<file path="src/hdl/bridge_macros.svh">
`ifndef BRIDGE_MACROS_SVH
`define BRIDGE_MACROS_SVH

// Streamer side
`define BRIDGE_STREAMERS   2
`define BRIDGE_MAX_READS   4
`define BRIDGE_READ_SLOTS  (`BRIDGE_STREAMERS * `BRIDGE_MAX_READS)

// Widths
`define BRIDGE_DATA_W      32
`define BRIDGE_ADDR_W      32
`define BRIDGE_WADDR_W     12
`define BRIDGE_XY_W        3

// Word address starts at this byte address bit
`define BRIDGE_WADDR_LSB   2

// Scratchpad tile coordinates
`define BRIDGE_SPM_X       0
`define BRIDGE_SPM_Y       1

// NoC opcodes
`define BRIDGE_OP_MPUT     4
`define BRIDGE_OP_MGET     5

// Short header layout
`define BRIDGE_HDR_DST_LO  0
`define BRIDGE_HDR_DST_HI  5
`define BRIDGE_HDR_ADDR_LO 6
`define BRIDGE_HDR_ADDR_HI 17
`define BRIDGE_HDR_SRC_LO  18
`define BRIDGE_HDR_SRC_HI  23
`define BRIDGE_HDR_PT      24
`define BRIDGE_HDR_OP_LO   25
`define BRIDGE_HDR_OP_HI   27
`define BRIDGE_HDR_HL      28

`endif

</file>
<file path="src/hdl/bridge_pkg.sv">
`include "bridge_macros.svh"

package bridge_pkg;

    typedef logic [$clog2(`BRIDGE_STREAMERS)-1:0]        streamer_id_t;
    typedef logic [`BRIDGE_STREAMERS-1:0]                streamer_vec_t;
    typedef logic [`BRIDGE_ADDR_W-1:0]                   tcdm_addr_t;
    typedef logic [`BRIDGE_DATA_W-1:0]                   tcdm_data_t;
    typedef logic [`BRIDGE_WADDR_W-1:0]                  word_addr_t;
    typedef logic [`BRIDGE_XY_W-1:0]                     tile_xy_t;

    // Y coordinate in the upper half
    typedef logic [2*`BRIDGE_XY_W-1:0]                   tile_id_t;
    typedef logic [`BRIDGE_HDR_OP_HI-`BRIDGE_HDR_OP_LO:0] opcode_t;
    typedef logic [$clog2(`BRIDGE_MAX_READS+1)-1:0]      read_count_t;

    // Outstanding-read table indexing
    typedef logic [$clog2(`BRIDGE_READ_SLOTS)-1:0]       slot_idx_t;
    typedef logic [$clog2(`BRIDGE_READ_SLOTS+1)-1:0]     slot_count_t;

    // wen high means read
    typedef struct packed {
        tcdm_addr_t addr;
        logic       wen;
        tcdm_data_t data;
    } tcdm_req_t;

    typedef struct packed {
        tcdm_data_t data;
        logic       last;
    } noc_beat_t;

    typedef struct packed {
        streamer_id_t sid;
        word_addr_t   waddr;
    } read_entry_t;

    typedef enum logic [1:0] {
        TX_IDLE,
        TX_HEADER,
        TX_DATA
    } tx_state_t;

    typedef enum logic {
        RX_HEADER,
        RX_DATA
    } rx_state_t;

endpackage

</file>
<file path="src/hdl/req_arbiter.sv">
`include "bridge_macros.svh"

module req_arbiter (
    input  logic                                          clk_i,
    input  logic                                          rst_ni,
    input  bridge_pkg::streamer_vec_t                     req_i,
    input  bridge_pkg::tcdm_req_t [`BRIDGE_STREAMERS-1:0] reqs_i,
    input  bridge_pkg::streamer_vec_t                     room_i,
    input  logic                                          tx_idle_i,
    output bridge_pkg::streamer_vec_t                     gnt_o,
    output logic                                          grant_valid_o,
    output bridge_pkg::streamer_id_t                      grant_id_o,
    output bridge_pkg::tcdm_req_t                         grant_req_o
);

    import bridge_pkg::*;

    streamer_vec_t eligible;
    streamer_id_t  prio_q;
    streamer_id_t  scan_id;
    streamer_id_t  pick;
    logic          found;

    assign eligible = req_i & room_i;

    // First eligible streamer at or after the priority pointer
    always_comb begin
        found   = 1'b0;
        pick    = prio_q;
        scan_id = prio_q;
        for (int unsigned k = 0; k < `BRIDGE_STREAMERS; k++) begin
            scan_id = streamer_id_t'((prio_q + k) % `BRIDGE_STREAMERS);
            if (!found && eligible[scan_id]) begin
                found = 1'b1;
                pick  = scan_id;
            end
        end
    end

    assign grant_valid_o = found & tx_idle_i;
    assign grant_id_o    = pick;
    assign grant_req_o   = reqs_i[pick];

    always_comb begin
        gnt_o       = '0;
        gnt_o[pick] = grant_valid_o;
    end

    // Pointer moves past the granted streamer
    always_ff @(posedge clk_i or negedge rst_ni) begin
        if (!rst_ni) begin
            prio_q <= '0;
        end else if (grant_valid_o) begin
            if (pick == streamer_id_t'(`BRIDGE_STREAMERS - 1)) begin
                prio_q <= '0;
            end else begin
                prio_q <= streamer_id_t'(pick + 1'b1);
            end
        end
    end

endmodule

</file>
<file path="src/hdl/tx_packetizer.sv">
`include "bridge_macros.svh"

module tx_packetizer (
    input  logic                  clk_i,
    input  logic                  rst_ni,
    input  bridge_pkg::tile_id_t  src_id_i,
    input  logic                  grant_valid_i,
    input  bridge_pkg::tcdm_req_t grant_req_i,
    input  logic                  noc_ready_i,
    output logic                  tx_idle_o,
    output logic                  noc_valid_o,
    output bridge_pkg::noc_beat_t noc_beat_o
);

    import bridge_pkg::*;

    tx_state_t  state_q;
    tx_state_t  state_d;
    logic       idle_q;
    opcode_t    op_q;
    word_addr_t waddr_q;
    tcdm_data_t wdata_q;
    tile_id_t   dst_tile;
    tcdm_data_t header;

    assign dst_tile = {tile_xy_t'(`BRIDGE_SPM_Y), tile_xy_t'(`BRIDGE_SPM_X)};

    // Short header, reserved bits zero
    always_comb begin
        header = '0;
        header[`BRIDGE_HDR_DST_HI:`BRIDGE_HDR_DST_LO]   = dst_tile;
        header[`BRIDGE_HDR_ADDR_HI:`BRIDGE_HDR_ADDR_LO] = waddr_q;
        header[`BRIDGE_HDR_SRC_HI:`BRIDGE_HDR_SRC_LO]   = src_id_i;
        header[`BRIDGE_HDR_PT]                          = 1'b0;
        header[`BRIDGE_HDR_OP_HI:`BRIDGE_HDR_OP_LO]     = op_q;
        header[`BRIDGE_HDR_HL]                          = 1'b0;
    end

    always_comb begin
        state_d = state_q;
        case (state_q)
            TX_IDLE:   if (grant_valid_i) state_d = TX_HEADER;
            TX_HEADER: if (noc_ready_i) state_d = TX_DATA;
            TX_DATA:   if (noc_ready_i) state_d = TX_IDLE;
            default:   state_d = TX_IDLE;
        endcase
    end

    always_ff @(posedge clk_i or negedge rst_ni) begin
        if (!rst_ni) begin
            state_q <= TX_IDLE;
            idle_q  <= 1'b0;
        end else begin
            state_q <= state_d;
            // Idle copy stays low until the first clock after reset
            idle_q  <= (state_d == TX_IDLE);
        end
    end

    // Capture the granted request; reads carry a zero data beat
    always_ff @(posedge clk_i) begin
        if (state_q == TX_IDLE && grant_valid_i) begin
            waddr_q <= grant_req_i.addr[`BRIDGE_WADDR_LSB +: `BRIDGE_WADDR_W];
            if (grant_req_i.wen) begin
                op_q    <= opcode_t'(`BRIDGE_OP_MGET);
                wdata_q <= '0;
            end else begin
                op_q    <= opcode_t'(`BRIDGE_OP_MPUT);
                wdata_q <= grant_req_i.data;
            end
        end
    end

    assign tx_idle_o   = idle_q;
    assign noc_valid_o = (state_q != TX_IDLE);

    always_comb begin
        noc_beat_o.last = (state_q == TX_DATA);
        noc_beat_o.data = (state_q == TX_DATA) ? wdata_q : header;
    end

endmodule

</file>
<file path="src/hdl/rx_depacketizer.sv">
`include "bridge_macros.svh"

module rx_depacketizer (
    input  logic                   clk_i,
    input  logic                   rst_ni,
    input  logic                   noc_valid_i,
    input  bridge_pkg::noc_beat_t  noc_beat_i,
    output logic                   noc_ready_o,
    output logic                   hdr_strobe_o,
    output bridge_pkg::word_addr_t hdr_addr_o,
    output logic                   data_strobe_o,
    output bridge_pkg::tcdm_data_t data_o
);

    import bridge_pkg::*;

    rx_state_t  state_q;
    logic       ready_q;
    logic       fire;
    logic       hdr_strobe_q;
    logic       data_strobe_q;
    word_addr_t hdr_addr_q;
    tcdm_data_t data_q;

    // Responses are never back-pressured once out of reset
    assign noc_ready_o = ready_q;
    assign fire        = noc_valid_i & ready_q;

    always_ff @(posedge clk_i or negedge rst_ni) begin
        if (!rst_ni) begin
            state_q       <= RX_HEADER;
            ready_q       <= 1'b0;
            hdr_strobe_q  <= 1'b0;
            data_strobe_q <= 1'b0;
        end else begin
            ready_q       <= 1'b1;
            hdr_strobe_q  <= fire && (state_q == RX_HEADER);
            data_strobe_q <= fire && (state_q == RX_DATA) && noc_beat_i.last;
            if (fire) begin
                case (state_q)
                    RX_HEADER: state_q <= RX_DATA;
                    RX_DATA:   if (noc_beat_i.last) state_q <= RX_HEADER;
                    default:   state_q <= RX_HEADER;
                endcase
            end
        end
    end

    always_ff @(posedge clk_i) begin
        if (fire && state_q == RX_HEADER) begin
            hdr_addr_q <= noc_beat_i.data[`BRIDGE_HDR_ADDR_HI:`BRIDGE_HDR_ADDR_LO];
        end
        if (fire && state_q == RX_DATA) begin
            data_q <= noc_beat_i.data;
        end
    end

    assign hdr_strobe_o  = hdr_strobe_q;
    assign hdr_addr_o    = hdr_addr_q;
    assign data_strobe_o = data_strobe_q;
    assign data_o        = data_q;

endmodule

</file>
<file path="src/hdl/read_tracker.sv">
`include "bridge_macros.svh"

module read_tracker (
    input  logic                                           clk_i,
    input  logic                                           rst_ni,
    input  logic                                           grant_valid_i,
    input  bridge_pkg::streamer_id_t                       grant_id_i,
    input  bridge_pkg::tcdm_req_t                          grant_req_i,
    input  logic                                           hdr_strobe_i,
    input  bridge_pkg::word_addr_t                         hdr_addr_i,
    input  logic                                           data_strobe_i,
    input  bridge_pkg::tcdm_data_t                         data_i,
    output bridge_pkg::streamer_vec_t                      room_o,
    output bridge_pkg::streamer_vec_t                      rvalid_o,
    output bridge_pkg::tcdm_data_t [`BRIDGE_STREAMERS-1:0] rdata_o
);

    import bridge_pkg::*;

    read_entry_t                         table_q [`BRIDGE_READ_SLOTS];
    logic [`BRIDGE_READ_SLOTS-1:0]       valid_q;
    slot_idx_t                           head_q;
    slot_idx_t                           tail_q;
    slot_count_t                         span_q;
    read_count_t [`BRIDGE_STREAMERS-1:0] count_q;
    logic                                append;
    logic                                retire;
    logic                                match_found;
    slot_idx_t                           match_idx;
    slot_idx_t                           scan_idx;
    logic                                hit_q;
    streamer_id_t                        hit_sid_q;
    streamer_vec_t                       issue;

    function automatic slot_idx_t slot_next(slot_idx_t p);
        slot_idx_t n;
        if (p == slot_idx_t'(`BRIDGE_READ_SLOTS - 1)) begin
            n = '0;
        end else begin
            n = slot_idx_t'(p + 1'b1);
        end
        return n;
    endfunction

    // Only reads enter the table
    assign append = grant_valid_i & grant_req_i.wen;

    // Head steps over slots already answered
    assign retire = (span_q != '0) && !valid_q[head_q];

    // Oldest valid entry with the same word address
    always_comb begin
        match_found = 1'b0;
        match_idx   = head_q;
        scan_idx    = head_q;
        for (int unsigned k = 0; k < `BRIDGE_READ_SLOTS; k++) begin
            scan_idx = slot_idx_t'((head_q + k) % `BRIDGE_READ_SLOTS);
            if (!match_found && valid_q[scan_idx] &&
                table_q[scan_idx].waddr == hdr_addr_i) begin
                match_found = 1'b1;
                match_idx   = scan_idx;
            end
        end
    end

    always_ff @(posedge clk_i) begin
        if (append) begin
            table_q[tail_q].sid   <= grant_id_i;
            table_q[tail_q].waddr <= grant_req_i.addr[`BRIDGE_WADDR_LSB +: `BRIDGE_WADDR_W];
        end
        if (hdr_strobe_i) begin
            hit_sid_q <= table_q[match_idx].sid;
        end
    end

    always_ff @(posedge clk_i or negedge rst_ni) begin
        if (!rst_ni) begin
            valid_q <= '0;
            head_q  <= '0;
            tail_q  <= '0;
            span_q  <= '0;
            hit_q   <= 1'b0;
        end else begin
            if (append) begin
                valid_q[tail_q] <= 1'b1;
                tail_q          <= slot_next(tail_q);
            end
            if (hdr_strobe_i) begin
                hit_q <= match_found;
                if (match_found) begin
                    valid_q[match_idx] <= 1'b0;
                end
            end
            if (retire) begin
                head_q <= slot_next(head_q);
            end
            if (append && !retire) begin
                span_q <= slot_count_t'(span_q + 1'b1);
            end else if (!append && retire) begin
                span_q <= slot_count_t'(span_q - 1'b1);
            end
        end
    end

    // Delivery to the streamer found at header time
    always_comb begin
        rvalid_o = '0;
        issue    = '0;
        if (data_strobe_i && hit_q) begin
            rvalid_o[hit_sid_q] = 1'b1;
        end
        if (append) begin
            issue[grant_id_i] = 1'b1;
        end
        for (int s = 0; s < `BRIDGE_STREAMERS; s++) begin
            rdata_o[s] = rvalid_o[s] ? data_i : '0;
        end
    end

    always_ff @(posedge clk_i or negedge rst_ni) begin
        if (!rst_ni) begin
            count_q <= '0;
        end else begin
            for (int s = 0; s < `BRIDGE_STREAMERS; s++) begin
                case ({issue[s], rvalid_o[s]})
                    2'b10:   count_q[s] <= read_count_t'(count_q[s] + 1'b1);
                    2'b01:   count_q[s] <= read_count_t'(count_q[s] - 1'b1);
                    default: count_q[s] <= count_q[s];
                endcase
            end
        end
    end

    // Table span must also leave a free slot at the tail
    always_comb begin
        for (int s = 0; s < `BRIDGE_STREAMERS; s++) begin
            room_o[s] = (count_q[s] < read_count_t'(`BRIDGE_MAX_READS)) &&
                        (span_q < slot_count_t'(`BRIDGE_READ_SLOTS));
        end
    end

endmodule

</file>
<file path="src/hdl/tcdm_noc_bridge.sv">
`include "bridge_macros.svh"

module tcdm_noc_bridge (
    input  logic                                           clk_i,
    input  logic                                           rst_ni,
    input  bridge_pkg::tile_id_t                           src_id_i,
    input  bridge_pkg::streamer_vec_t                      tcdm_req_i,
    input  bridge_pkg::tcdm_req_t [`BRIDGE_STREAMERS-1:0]  tcdm_i,
    output bridge_pkg::streamer_vec_t                      tcdm_gnt_o,
    output bridge_pkg::streamer_vec_t                      tcdm_rvalid_o,
    output bridge_pkg::tcdm_data_t [`BRIDGE_STREAMERS-1:0] tcdm_rdata_o,
    output logic                                           noc_out_valid_o,
    output bridge_pkg::noc_beat_t                          noc_out_o,
    input  logic                                           noc_out_ready_i,
    input  logic                                           noc_in_valid_i,
    input  bridge_pkg::noc_beat_t                          noc_in_i,
    output logic                                           noc_in_ready_o
);

    import bridge_pkg::*;

    logic          grant_valid;
    streamer_id_t  grant_id;
    tcdm_req_t     grant_req;
    logic          tx_idle;
    streamer_vec_t room;
    logic          hdr_strobe;
    word_addr_t    hdr_addr;
    logic          data_strobe;
    tcdm_data_t    rx_data;

    req_arbiter u_arbiter (
        .clk_i         (clk_i),
        .rst_ni        (rst_ni),
        .req_i         (tcdm_req_i),
        .reqs_i        (tcdm_i),
        .room_i        (room),
        .tx_idle_i     (tx_idle),
        .gnt_o         (tcdm_gnt_o),
        .grant_valid_o (grant_valid),
        .grant_id_o    (grant_id),
        .grant_req_o   (grant_req)
    );

    tx_packetizer u_tx (
        .clk_i         (clk_i),
        .rst_ni        (rst_ni),
        .src_id_i      (src_id_i),
        .grant_valid_i (grant_valid),
        .grant_req_i   (grant_req),
        .noc_ready_i   (noc_out_ready_i),
        .tx_idle_o     (tx_idle),
        .noc_valid_o   (noc_out_valid_o),
        .noc_beat_o    (noc_out_o)
    );

    rx_depacketizer u_rx (
        .clk_i         (clk_i),
        .rst_ni        (rst_ni),
        .noc_valid_i   (noc_in_valid_i),
        .noc_beat_i    (noc_in_i),
        .noc_ready_o   (noc_in_ready_o),
        .hdr_strobe_o  (hdr_strobe),
        .hdr_addr_o    (hdr_addr),
        .data_strobe_o (data_strobe),
        .data_o        (rx_data)
    );

    read_tracker u_tracker (
        .clk_i         (clk_i),
        .rst_ni        (rst_ni),
        .grant_valid_i (grant_valid),
        .grant_id_i    (grant_id),
        .grant_req_i   (grant_req),
        .hdr_strobe_i  (hdr_strobe),
        .hdr_addr_i    (hdr_addr),
        .data_strobe_i (data_strobe),
        .data_i        (rx_data),
        .room_o        (room),
        .rvalid_o      (tcdm_rvalid_o),
        .rdata_o       (tcdm_rdata_o)
    );

endmodule

</file>
<file path="config.mk">
export PLATFORM = sky130hd
export DESIGN_NAME = tcdm_noc_bridge
export DESIGN_NICKNAME = d
export VERILOG_FILES = /design/src/hdl/bridge_pkg.sv /design/src/hdl/req_arbiter.sv /design/src/hdl/tx_packetizer.sv /design/src/hdl/rx_depacketizer.sv /design/src/hdl/read_tracker.sv /design/src/hdl/tcdm_noc_bridge.sv
export VERILOG_INCLUDE_DIRS = /design/src /design/src/hdl
export SDC_FILE = /design/constraint.sdc
export NUM_CORES = 1
export LEC_CHECK = 0
export BUFFER_PORTS_ARGS = -buffer_cell sky130_fd_sc_hd__buf_2
export CAP_MARGIN = 20
export CORE_ASPECT_RATIO = 0.7
export CORE_MARGIN = 5
export CORE_UTILIZATION = 50
export CTS_CLUSTER_DIAMETER = 60
export DETAILED_ROUTE_END_ITERATION = 6
export PLACE_DENSITY_LB_ADDON = 0.1
export SLEW_MARGIN = 40
export SYNTH_ARGS = -nofsm -noshare
export SYNTH_HDL_FRONTEND = slang
export SYNTH_SLANG_ARGS = --single-unit
</file>
<file path="constraint.sdc">
create_clock -name clk_i -period 6 [get_ports clk_i]
set_clock_uncertainty 0.2 [all_clocks]
set_input_delay 1.2 -clock clk_i [delete_from_list [all_inputs] [get_ports clk_i]]
set_output_delay 1.2 -clock clk_i [all_outputs]
set_load 0.1 [all_outputs]
</file>
Word-level counts from Yosys, hierarchy flattened
Memory sizes are Yosys's and may differ from the RTL's. A register that Yosys moved wholly into a read port is not among the register bits.
Cells that the tools add are included.
{ "classes": {"n_addsub": 17, "magnitude_cmp": 21, "n_eq_ne": 16, "n_mux": 72, "bitwise_logic": 9, "reduce_logical": 48} }
{ "op_table": {"columns": ["cell", "count"], "rows": [
  ["$eq 12x12->1", 8],
  ["$mux 32", 3],
  ["$mux 47", 2],
  ["$lt 3x4->1 const B", 10],
  ["$mux 1", 32],
  ["$logic_and 1x1->1", 30],
  ["$mux 3", 9],
  ["$bmux 1 s3", 8],
  ["$mux 8", 3],
  ["$add 3x1->3 const B", 5],
  ["$add 3x3->3 const B", 4],
  ["$pmux 3 s2", 2],
  ["$logic_not 1->1", 11],
  ["$mux 2", 5],
  ["$and 8x8->8", 1],
  ["$lt 1x2->1 const B", 4],
  ["$mux 4", 2],
  ["$not 8->8", 1],
  ["$or 8x8->8", 1],
  ["$reduce_bool 2->1", 4],
  ["$add 3x2->3 const B", 2],
  ["$demux 1 s3", 2],
  ["$eq 2x1->1 const B", 3],
  ["$eq 2x2->1 const B", 3],
  ["17 further kinds", 28]
]} }
{ "word_totals": {"ff_bits": 124, "ram_bits": 104, "elab_cells": 203, "n_memories": 1} }
{ "memory_table": {"columns": ["name", "words", "width", "rd", "rd_ports_with_merged_regs", "wr", "line", "source"], "rows": [
  ["u_tracker.table_q", 8, 13, 9, 1, 1, "read_tracker.sv:20", "read_entry_t table_q [`BRIDGE_READ_SLOTS];"]
]} }

Depth between registers and ports, before layout
Gate-level depths: netlist of run 1.
{ "logic_depth": {"ltp_word": 40, "ltp_mapped": 22, "depth_no_buf": 17} }

Hierarchy
Synthesis of run 1 repeated with hierarchy kept, for this count alone.
{ "unflattened": {"hier_cells": 1318, "hier_area_um2": 17240.3} }
{ "by_module_without_submodules": {"columns": ["mod", "instances", "cells_each", "area_per_inst_um2", "seq_area_each_um2"], "rows": [
  ["read_tracker", 1, 1048, 12640.9, 3778.6],
  ["tx_packetizer", 1, 130, 2103.3, 1426.4],
  ["rx_depacketizer", 1, 55, 1462.7, 1421.4],
  ["req_arbiter", 1, 85, 1033.5, 25.0]
]} }

Least setup slack after synthesis of run 1
No wires, ideal clock.
{ "synth_timing": {"path_kind": "register to register", "start": "register u_tracker.head_q[0]", "end": "register u_tracker.hit_sid_q, read port of u_tracker.table_q, data pin", "setup_time_ns": 0.260, "arrival_ns": 4.780, "required_ns": 5.540, "path_slack_ns": 0.760, "path_stages_with_launch": 21, "path_buffers": 7, "path_cell_list": "dfrtp_1 buf_6 inv_2 buf_2 buf_2 ha_1 buf_4 buf_6 buf_6 buf_4 mux2i_1 mux4_2 xnor2_1 nor4_1 o2111ai_1 nor4_2 nand2_1 or3b_4 a311o_1 a21oi_4 mux2_4"} }
{ "synth_between": {"elab_chain_len": 32, "word_cells_on_any_way": 68, "cone_classes": "add/sub: 7; eq/ne: 8; mux: 30; reduce/logical: 22; memory: 1"} }
{ "synth_lines": {"columns": ["element", "line", "source"], "rows": [
  ["from (decl)", "read_tracker.sv:22", "slot_idx_t head_q;"],
  ["from (signal assigned)", "read_tracker.sv:95", "head_q <= slot_next(head_q);"],
  ["parallel branches: the longest is 31 deep, another holds $mem_v2 8x13", null, null],
  ["$mux 3 (*)", "read_tracker.sv:58", "if (!match_found && valid_q[scan_idx] &&"],
  ["to (decl)", "read_tracker.sv:32", "streamer_id_t hit_sid_q;"]
]} }
Every way passes the cells marked *. The select of a mux whose other input is x is not followed.
A chain may end at the register's enable or synchronous reset.

Worst setup path after layout of run 1
Ends and elaborated chain as after synthesis.

==> results of run 1 <==
==> report_power, final <==
| part | total, mW | internal (mW) | switching, mW | leakage, nW |
|---|---|---|---|---|
| logic | 7.59 | 3.06 | 4.53 | 4.70 |
| clock network | 1.50 | 0.877 | 0.619 | 0.378 |
| registers | 2.34 | 2.15 | 0.186 | 2.17 |
==> worst min path at each step <==
stage                                                  end  slack (ns)  depth (start not counted)
after CTS                 u_tracker.count_q[5]$_DFFE_PN0P_        0.27                          1
after floorplan           u_tracker.count_q[5]$_DFFE_PN0P_        0.23                          1
after global placement    u_tracker.count_q[5]$_DFFE_PN0P_        0.26                          1
final                     u_tracker.count_q[5]$_DFFE_PN0P_        0.27                          1
after detailed placement  u_tracker.count_q[5]$_DFFE_PN0P_        0.25                          1
after global routing      u_tracker.count_q[5]$_DFFE_PN0P_        0.28                          1
==> cell usage after synthesis, drive strengths merged (4+ instances only) <==
| master | count | area share, % |
|---|---|---|
| nor2 | 42 | 0.99 |
| or4 | 5 | 0.23 |
| nand3b | 4 | 0.19 |
| edfxtp | 194 | 36 |
| nor2b | 10 | 0.39 |
| o2111ai | 6 | 0.32 |
| a22oi | 14 | 0.65 |
| or4b | 4 | 0.25 |
| mux2 | 37 | 2.6 |
| nand3 | 26 | 0.80 |
| buf | 60 | 2.8 |
| o21ai | 26 | 0.80 |
| clkbuf | 32 | 0.74 |
| a21oi | 45 | 1.5 |
| nand2 | 170 | 3.9 |
| clkinv | 4 | 0.092 |
| nor3 | 13 | 0.43 |
| ha | 11 | 0.85 |
| mux4 | 123 | 17 |
| and3 | 11 | 0.42 |
| a221oi | 5 | 0.27 |
| o22ai | 7 | 0.27 |
| xor2 | 10 | 0.59 |
| xnor2 | 86 | 4.7 |
| dfrtp | 33 | 5.1 |
| o32a | 4 | 0.25 |
| nor3b | 11 | 0.51 |
| nand4 | 11 | 0.42 |
| a31oi | 9 | 0.35 |
| and2 | 83 | 3.2 |
| a21o | 4 | 0.19 |
| mux2i | 119 | 7.3 |
| a32oi | 8 | 0.43 |
| or3 | 5 | 0.22 |
| nor4 | 8 | 0.44 |
| inv | 22 | 0.51 |
| nand2b | 12 | 0.46 |
==> critical path: cells and delay by family, from the launching register on <==
family	cells	cell delay (ns)
compound gates	6	1.55
buf+inv	3	0.84
flops	1	0.44
mux	2	0.99
simple gates	2	0.97
==> layout make-up <==
| class | count | area [um^2] |
|---|---|---|
| Fill cell | 2666 | 13400 |
| Multi-Input combinational cell | 995 | 8990 |
| Sequential cell | 227 | 6660 |
| Timing Repair Buffer | 286 | 1640 |
| Clock buffer | 31 | 627 |
| Tap cell | 427 | 534 |
| Clock inverter | 13 | 169 |
| Inverter | 26 | 97.6 |
==> cell families (layout without fill, tap and decap cells) <==
family	Yosys count	count (layout)	share of synthesized area [%]
adder cells (fa/ha/maj)	14	14	1.22
buffers and inverters	118	356	4.16
AO/OA/AOI/OAI	177	177	7.69
multiplexers	279	279	27.0
flip-flops	227	227	41.0
other	1	1	0.0231
AND/OR/NAND/NOR	428	428	13.6
XOR/XNOR	96	96	5.32
==> stage by stage <==
stage	hold slack (ns)	setup WS [ns]	std cells	utilization, %
after floorplan	0.233	0.760	1340	-
after global placement	0.255	0.804	1960	55.6
after detailed placement	0.249	0.700	1960	55.7
after CTS	0.269	0.691	2004	58.2
after global routing	0.280	0.313	2005	58.2
final	0.272	0.598	2005	58.2
==> state kept, by name (all words and copies together), names as in the netlist, 2 cells and up <==
name,flops
u_rx.data_o,32
u_rx.hdr_addr_o,12
u_tx.waddr_q,12
u_tracker.head_q,3
u_tracker.tail_q,3
u_tx.state_q,2
u_tracker.span_q,4
u_tracker.valid_q,8
u_tracker.count_q,6
u_tx.wdata_q,32
u_tracker.table_q,104
==> layer usage <==
layer / vias up / GRT usage [%] / wire length, um
met4: 0 / 4.15 / 748
met5: - / 0 / 0
li1: 5597 / - / -
met1: 6241 / 42.3 / 22400
met2: 627 / 38.2 / 21200
met3: 46 / 8.77 / 5800
==> cell usage in the layout (no fill, tap or decap), types with 8 or more instances in the layout <==
| cell type | count |
|---|---|
| sky130_fd_sc_hd__a21oi_1 | 44 |
| sky130_fd_sc_hd__a22oi_1 | 14 |
| sky130_fd_sc_hd__a31oi_1 | 9 |
| sky130_fd_sc_hd__a32oi_1 | 8 |
| sky130_fd_sc_hd__and2_1 | 83 |
| sky130_fd_sc_hd__and3_1 | 10 |
| sky130_fd_sc_hd__buf_2 | 236 |
| sky130_fd_sc_hd__buf_4 | 44 |
| sky130_fd_sc_hd__clkbuf_16 | 24 |
| sky130_fd_sc_hd__dfrtp_1 | 30 |
| sky130_fd_sc_hd__edfxtp_1 | 194 |
| sky130_fd_sc_hd__ha_1 | 10 |
| sky130_fd_sc_hd__inv_1 | 15 |
| sky130_fd_sc_hd__mux2_2 | 36 |
| sky130_fd_sc_hd__mux2i_1 | 119 |
| sky130_fd_sc_hd__mux4_2 | 121 |
| sky130_fd_sc_hd__nand2_1 | 168 |
| sky130_fd_sc_hd__nand2b_1 | 12 |
| sky130_fd_sc_hd__nand3_1 | 26 |
| sky130_fd_sc_hd__nand4_1 | 11 |
| sky130_fd_sc_hd__nor2_1 | 38 |
| sky130_fd_sc_hd__nor2b_1 | 9 |
| sky130_fd_sc_hd__nor3_1 | 10 |
| sky130_fd_sc_hd__nor3b_1 | 11 |
| sky130_fd_sc_hd__o21ai_0 | 23 |
| sky130_fd_sc_hd__xnor2_1 | 84 |
| sky130_fd_sc_hd__xor2_1 | 8 |
==> results summary, run 1 <==
Across every metal layer, demand over resource in global routing totals 27.2%. The initial core utilization came out at 50.5%. The count of hold-fix buffers inserted at cts came out at 0. The largest net degree at the start of global routing is 127. The per-instance average area after synthesis came out at 12.1 um^2.

The net count reported at finish came out at 1749. The first-pass GRT wire length is 75300 um. The most used flip-flop cell after synthesis is sky130_fd_sc_hd__edfxtp_1. The cell area after layout came out at 0.0187 mm^2.

The number of buffers between clock root and the deepest sink is 3. The number of global-route vias before repair is 11.9k. The root buffer cell is sky130_fd_sc_hd__clkbuf_16. The maximum ir drop on the vdd rail came out at 0.795 mV. The number of clock sinks came out at 227. The post-detailed-routing wire length is 50200 um. The critical path ends at u_tracker.hit_sid_q$_DFFE_PP_. The flow ran to the end, and the final reports show no timing, DRC or antenna violations. For this design, the slowest cell found on the critical path is sky130_fd_sc_hd__mux4_2. The ratio of final minimum period to clock period came out at 90.0%. The HPWL reported at the end of detailed placement came out at 37400 um. The chip width came out at 225 um. CTS built an H-tree with a depth of 1. The worst path in the final design needs a cycle of 5.40 ns, including I/O delays and setup. The initial antenna violation count was 0. The TritonCTS clock tree is built. The highest cell delay on the worst timing path came out at 0.65 ns.

The fraction of layout instances using a drive strength above 1 came out at 32.6%. The min-delay analysis places its worst path in the category reg -> reg. The maximum fanout encountered on the critical timing path is 76.

The final hold violation count is 0. The global placer's final weighted congestion came out at 0.992. Synthesis produced 1340 cells.

The final setup violation count came out at 0. Traced cell by cell, the critical path runs through buf_12, buf_16, mux4_2, o211a_1, a32oi_1, a2111o_1, o41ai_1, or4b_1, buf_4, or3b_4, a311o_1, a21oi_4, mux2_4. 278 I/O pins were placed. Summing all placed instances gives a cell area of 0.0179 mm^2. The worst-case reg-to-reg path depth came out at 13. The endpoint identified for the worst register-to-register timing path is u_tracker.hit_sid_q$_DFFE_PP_. The number of setup buffers added after CTS is 0. The detailed router finished its first iteration with 1434 violations.

STA puts the critical path data arrival time at 5.47 ns. The share of async-settable or async-resettable flops after synthesis is 14.5%. The power consumption is 11.4 mW. The die is 161 um tall. The number of synthesized register bits came out at 227. The number of nets in the synthesized netlist came out at 1529. The count of inserted antenna diode cells is 0. The global-route congestion overflow total came out at 0. The area of the core region came out at 0.0321 mm^2. The die footprint came out at 0.0362 mm^2. The CTS buffer count is 24. The number of rows in the core area is 55. The number of warning messages in the yosys log is 0. The detail-routed net length per standard cell is 25.0 um.

Synthesis instantiated 89 different standard cells from the library. The number of maximum-capacitance constraint violations came out at 0. The fmax came out at 0.185 GHz.

The number of enable flip-flop cells after synthesis is 194. The critical path is of the reg -> reg type. The number of remaining DRC errors is 0. Setup repair after global routing left no endpoint under its margin.

STA classifies the critical path endpoint as a flop. The iteration count of the initial detailed-routing pass is 5. The count of vias placed by the detailed router is 12.5k. In the routed layout, each cell is associated on average with a via count of 6.24. The internal reg-to-reg setup slack came out at 0.60 ns.

The most critical setup path has its startpoint at u_tracker.head_q[0]$_DFFE_PN0P_. The worst hold path begins at u_tracker.count_q[5]$_DFFE_PN0P_. The register area share after synthesis is 41.0%. The transition at the pin with the smallest max-transition slack came out at 0.837 ns. The area growth from synthesis to layout came out at 15.3%. In this run the tightest slew margin relative to its limit is 43.8%. The clock-pin slew reported for the worst setup and hold paths after clock tree synthesis came out at 0.06 ns.

The number of buffers added on ports came out at 237. The total of cells resized after clock tree synthesis is 0. The final max-slew violation count is 0. The leakage power is 7.26 nW. The netlist area before placement came out at 0.0162 mm^2. The clock latency on the worst-skew pair is 0.54 ns. The worst setup path is launched from a flop. The setup TNS is 0 ns. The remaining antenna violation count after routing is 0. The data required time of the worst path is 6.07 ns. The startpoint identified for the worst register-to-register timing path is u_tracker.head_q[0]$_DFFE_PN0P_.

The power per cell area is 610 mW/mm^2.
Note: power is estimated with default switching activity, not from simulation.
==> run 2, diff against run 1 <==
--- a/config.mk
+++ b/config.mk
@@ -10,10 +10,11 @@
 export CAP_MARGIN = 20
 export CORE_ASPECT_RATIO = 0.7
 export CORE_MARGIN = 5
-export CORE_UTILIZATION = 50
+export CORE_UTILIZATION = 34
 export CTS_CLUSTER_DIAMETER = 60
 export DETAILED_ROUTE_END_ITERATION = 6
 export PLACE_DENSITY_LB_ADDON = 0.1
+export REMOVE_ABC_BUFFERS = 1
 export SLEW_MARGIN = 40
 export SYNTH_ARGS = -nofsm -noshare
 export SYNTH_HDL_FRONTEND = slang
==> results summary, run 2 (synthesized netlist as in run 1, its figures left out) <==
The clock latency on the worst-skew pair came out at 0.56 ns. The number of buffers between clock root and the deepest sink is 3. After detailed routing, the average wire length per cell comes to 23.6 um.

In this design, the largest share of critical-path delay is due to simple AND/OR/NAND/NOR gates. The initial core utilization is 34.1%. The final max-slew violation count came out at 0. The net count reported at finish is 1744. Leaving out fill and tap cells, the most frequent cell in the layout is sky130_fd_sc_hd__buf_2. Cells with a size suffix above 1 make up 32.8% of the layout. The number of maximum-capacitance constraint violations is 0. The launch instance of the worst register-to-register path is u_tracker.head_q[0]$_DFFE_PN0P_.

Of the available clock period, the critical path in the final layout requires 86.8%. The root buffer cell is sky130_fd_sc_hd__clkbuf_16. Setup violations remaining at the end of the flow were counted as 0.

The I/O pin count came out at 278. The fmax came out at 0.192 GHz. In this run the worst hold path is classified as reg -> reg. The number of placed instances with taps included came out at 2146.

The overall die height came out at 193 um. The master of the slowest instance on the critical path is sky130_fd_sc_hd__or4b_1. Counting I/O delays and the setup requirement, the final critical path takes 5.21 ns. The most critical setup path has its startpoint at u_tracker.head_q[0]$_DFFE_PN0P_. The total of cells resized after clock tree synthesis came out at 0. After clock tree synthesis, the setup repair step added 0 buffers. The checks that failed: DRC. The clock net in this run drives a total of 227 sinks.

The destination of the worst register-to-register timing path is u_tracker.hit_sid_q$_DFFE_PP_. In this run the number of H-tree levels came out at 1. The non-filler instance count after layout is 2198. The global-route congestion overflow total came out at 0. The footprint of the multi-input gates came out at 0.00899 mm^2.

The count of hold-fix buffers inserted at cts is 0. The post-detailed-routing wire length is 52000 um. Setup repair after global routing left no endpoint under its margin. The initial antenna violation count came out at 0. The count of vias placed by the detailed router is 12.4k. The area growth from synthesis to layout is 17.9%. The worst setup path is captured at a flop. The global placer's final weighted congestion is 0.973. The floorplan step defined a die boundary enclosing 0.0523 mm^2. The highest cell delay on the worst timing path is 0.68 ns. The floorplan has 67 rows. The final hold violation count came out at 0. The internal reg-to-reg setup slack is 0.79 ns. The CTS buffer count is 28. The fraction of the core area covered by cells at the end of the flow came out at 40.3%. The worst hold path terminates at u_tracker.count_q[0]$_DFFE_PN0P_. The leakage power came out at 7.33 nW. The number of global-route vias before repair came out at 11.9k. Across every metal layer, demand over resource in global routing totals 19.3%.

Ranked by flip-flop count, first place goes to u_tracker.table_q. The register with the most flip-flops in the layout has 104 of them. The data required time of the worst path is 6.11 ns. The flow ran to the end, but the final reports show violations.

The critical path in this run is classified as reg -> reg. The startpoint identified for the worst hold timing path is u_tracker.count_q[0]$_DFFE_PN0P_. The number of remaining DRC errors came out at 3. The clock-pin slew reported for the worst setup and hold paths after clock tree synthesis is 0.06 ns. Traced cell by cell, the critical path runs through ha_1, ha_1, buf_4, mux2i_1, a22o_1, a221oi_1, xnor2_1, nand4_1, or4b_1, nand3b_1, nand3_1, nand3_1, o21a_1, mux2i_1, mux2_4. The TritonCTS clock tree is built. The transition at the pin with the smallest max-transition slack is 0.753 ns. The worst-case reg-to-reg path depth is 15.

The filler cell count in the final layout came out at 4535. The maximum ir drop on the vdd rail came out at 0.510 mV. The power consumption is 11.7 mW.

The power per cell area is 611 mW/mm^2. The sequential cell area is 0.00666 mm^2. The maximum fanout encountered on the critical timing path is 7. The area of the core region came out at 0.0475 mm^2.

STA classifies the critical path startpoint as a flop. The first-pass GRT wire length is 77100 um. The largest net degree at the start of global routing is 94. The tightest slew margin relative to the limit came out at 49.8%. In this run, the number of DRC markers left after iteration 0 of detailed routing was 1091.

The chip width is 271 um. Using the TritonRoute via totals, the vias-per-cell ratio works out to 5.65. The remaining antenna violation count after routing is 0. The iteration count of the initial detailed-routing pass came out at 7. STA puts the critical path data arrival time at 5.32 ns. The HPWL reported at the end of detailed placement came out at 37700 um.

In this run the tool buffered the top-level ports with 237 buffer cells. The count of inserted antenna diode cells came out at 0. The number of buffers and inverters on the critical path is 1. In the layout the commonest cells are sky130_fd_sc_hd__buf_2 (236), sky130_fd_sc_hd__edfxtp_1 (194), sky130_fd_sc_hd__nand2_1 (169), sky130_fd_sc_hd__mux4_2 (121), sky130_fd_sc_hd__mux2i_1 (119).

The number of instances on the worst hold path came out at 1.
run 2: changes by cell type in the layout (fill, tap and decap cells not counted), moves of 4 or more:
cell	previous run	this run
sky130_fd_sc_hd__clkbuf_16	24	29
sky130_fd_sc_hd__buf_12	5	9
sky130_fd_sc_hd__clkbuf_1	7	2
sky130_fd_sc_hd__buf_4	44	30
run 2: final cells by class:
cell class,instances,area share [%]
clock buffers,31,3.83
clock inverters,21,1.31
inverters,26,0.510
multi-input cells,995,47.0
flip-flops and latches,227,34.8
well taps,621,4.06
repair buffers,277,8.51
run 2: worst max-delay path by stage:
stage | end | cells after the start
floorplan | u_tracker.hit_sid_q$_DFFE_PP_ | 13
global placement | u_tracker.hit_sid_q$_DFFE_PP_ | 15
detailed placement | u_tracker.hit_sid_q$_DFFE_PP_ | 15
CTS | u_tracker.hit_sid_q$_DFFE_PP_ | 15
global route | u_tracker.hit_sid_q$_DFFE_PP_ | 15
finish | u_tracker.hit_sid_q$_DFFE_PP_ | 15
run 2: routing by layer:
layer | part of all wire [%] | track usage (%)
met1 | 49 | 30.1
met2 | 40 | 27.0
met3 | 8.8 | 5.03
met4 | 2.0 | 3.74
met5 | 0 | 0
run 2: worst register-to-register path: stages, from the launching register on:
cell and delay [ns]:
sky130_fd_sc_hd__dfrtp_4 0.53, sky130_fd_sc_hd__ha_1 0.24, sky130_fd_sc_hd__ha_1 0.64, sky130_fd_sc_hd__buf_4 0.25, sky130_fd_sc_hd__mux2i_1 0.08, sky130_fd_sc_hd__a22o_1 0.23, sky130_fd_sc_hd__a221oi_1 0.32, sky130_fd_sc_hd__xnor2_1 0.22
sky130_fd_sc_hd__nand4_1 0.39, sky130_fd_sc_hd__or4b_1 0.68, sky130_fd_sc_hd__nand3b_1 0.19, sky130_fd_sc_hd__nand3_1 0.10, sky130_fd_sc_hd__nand3_1 0.13, sky130_fd_sc_hd__o21a_1 0.34, sky130_fd_sc_hd__mux2i_1 0.16, sky130_fd_sc_hd__mux2_4 0.28
run 2: through the flow:
| stage | instance area, um^2 | setup WS (ns) | hold WS [ns] | TNS, ns |
|---|---|---|---|---|
| final | 19100 | 0.790 | 0.272 | 0 |
| after global routing | 19100 | 0.537 | 0.296 | 0 |
| after CTS | 19100 | 0.834 | 0.275 | 0 |
| after detailed placement | 18200 | 0.844 | 0.263 | 0 |
| after global placement | 18100 | 0.868 | 0.261 | 0 |
| after floorplan | 15700 | -5.89 | 0.233 | -386.06 |
run 2: power breakdown:
| group | internal [mW] | switching (mW) |
|---|---|---|
| registers | 2.15 | 0.204 |
| clock network | 1.07 | 0.705 |
| logic | 3.04 | 4.54 |
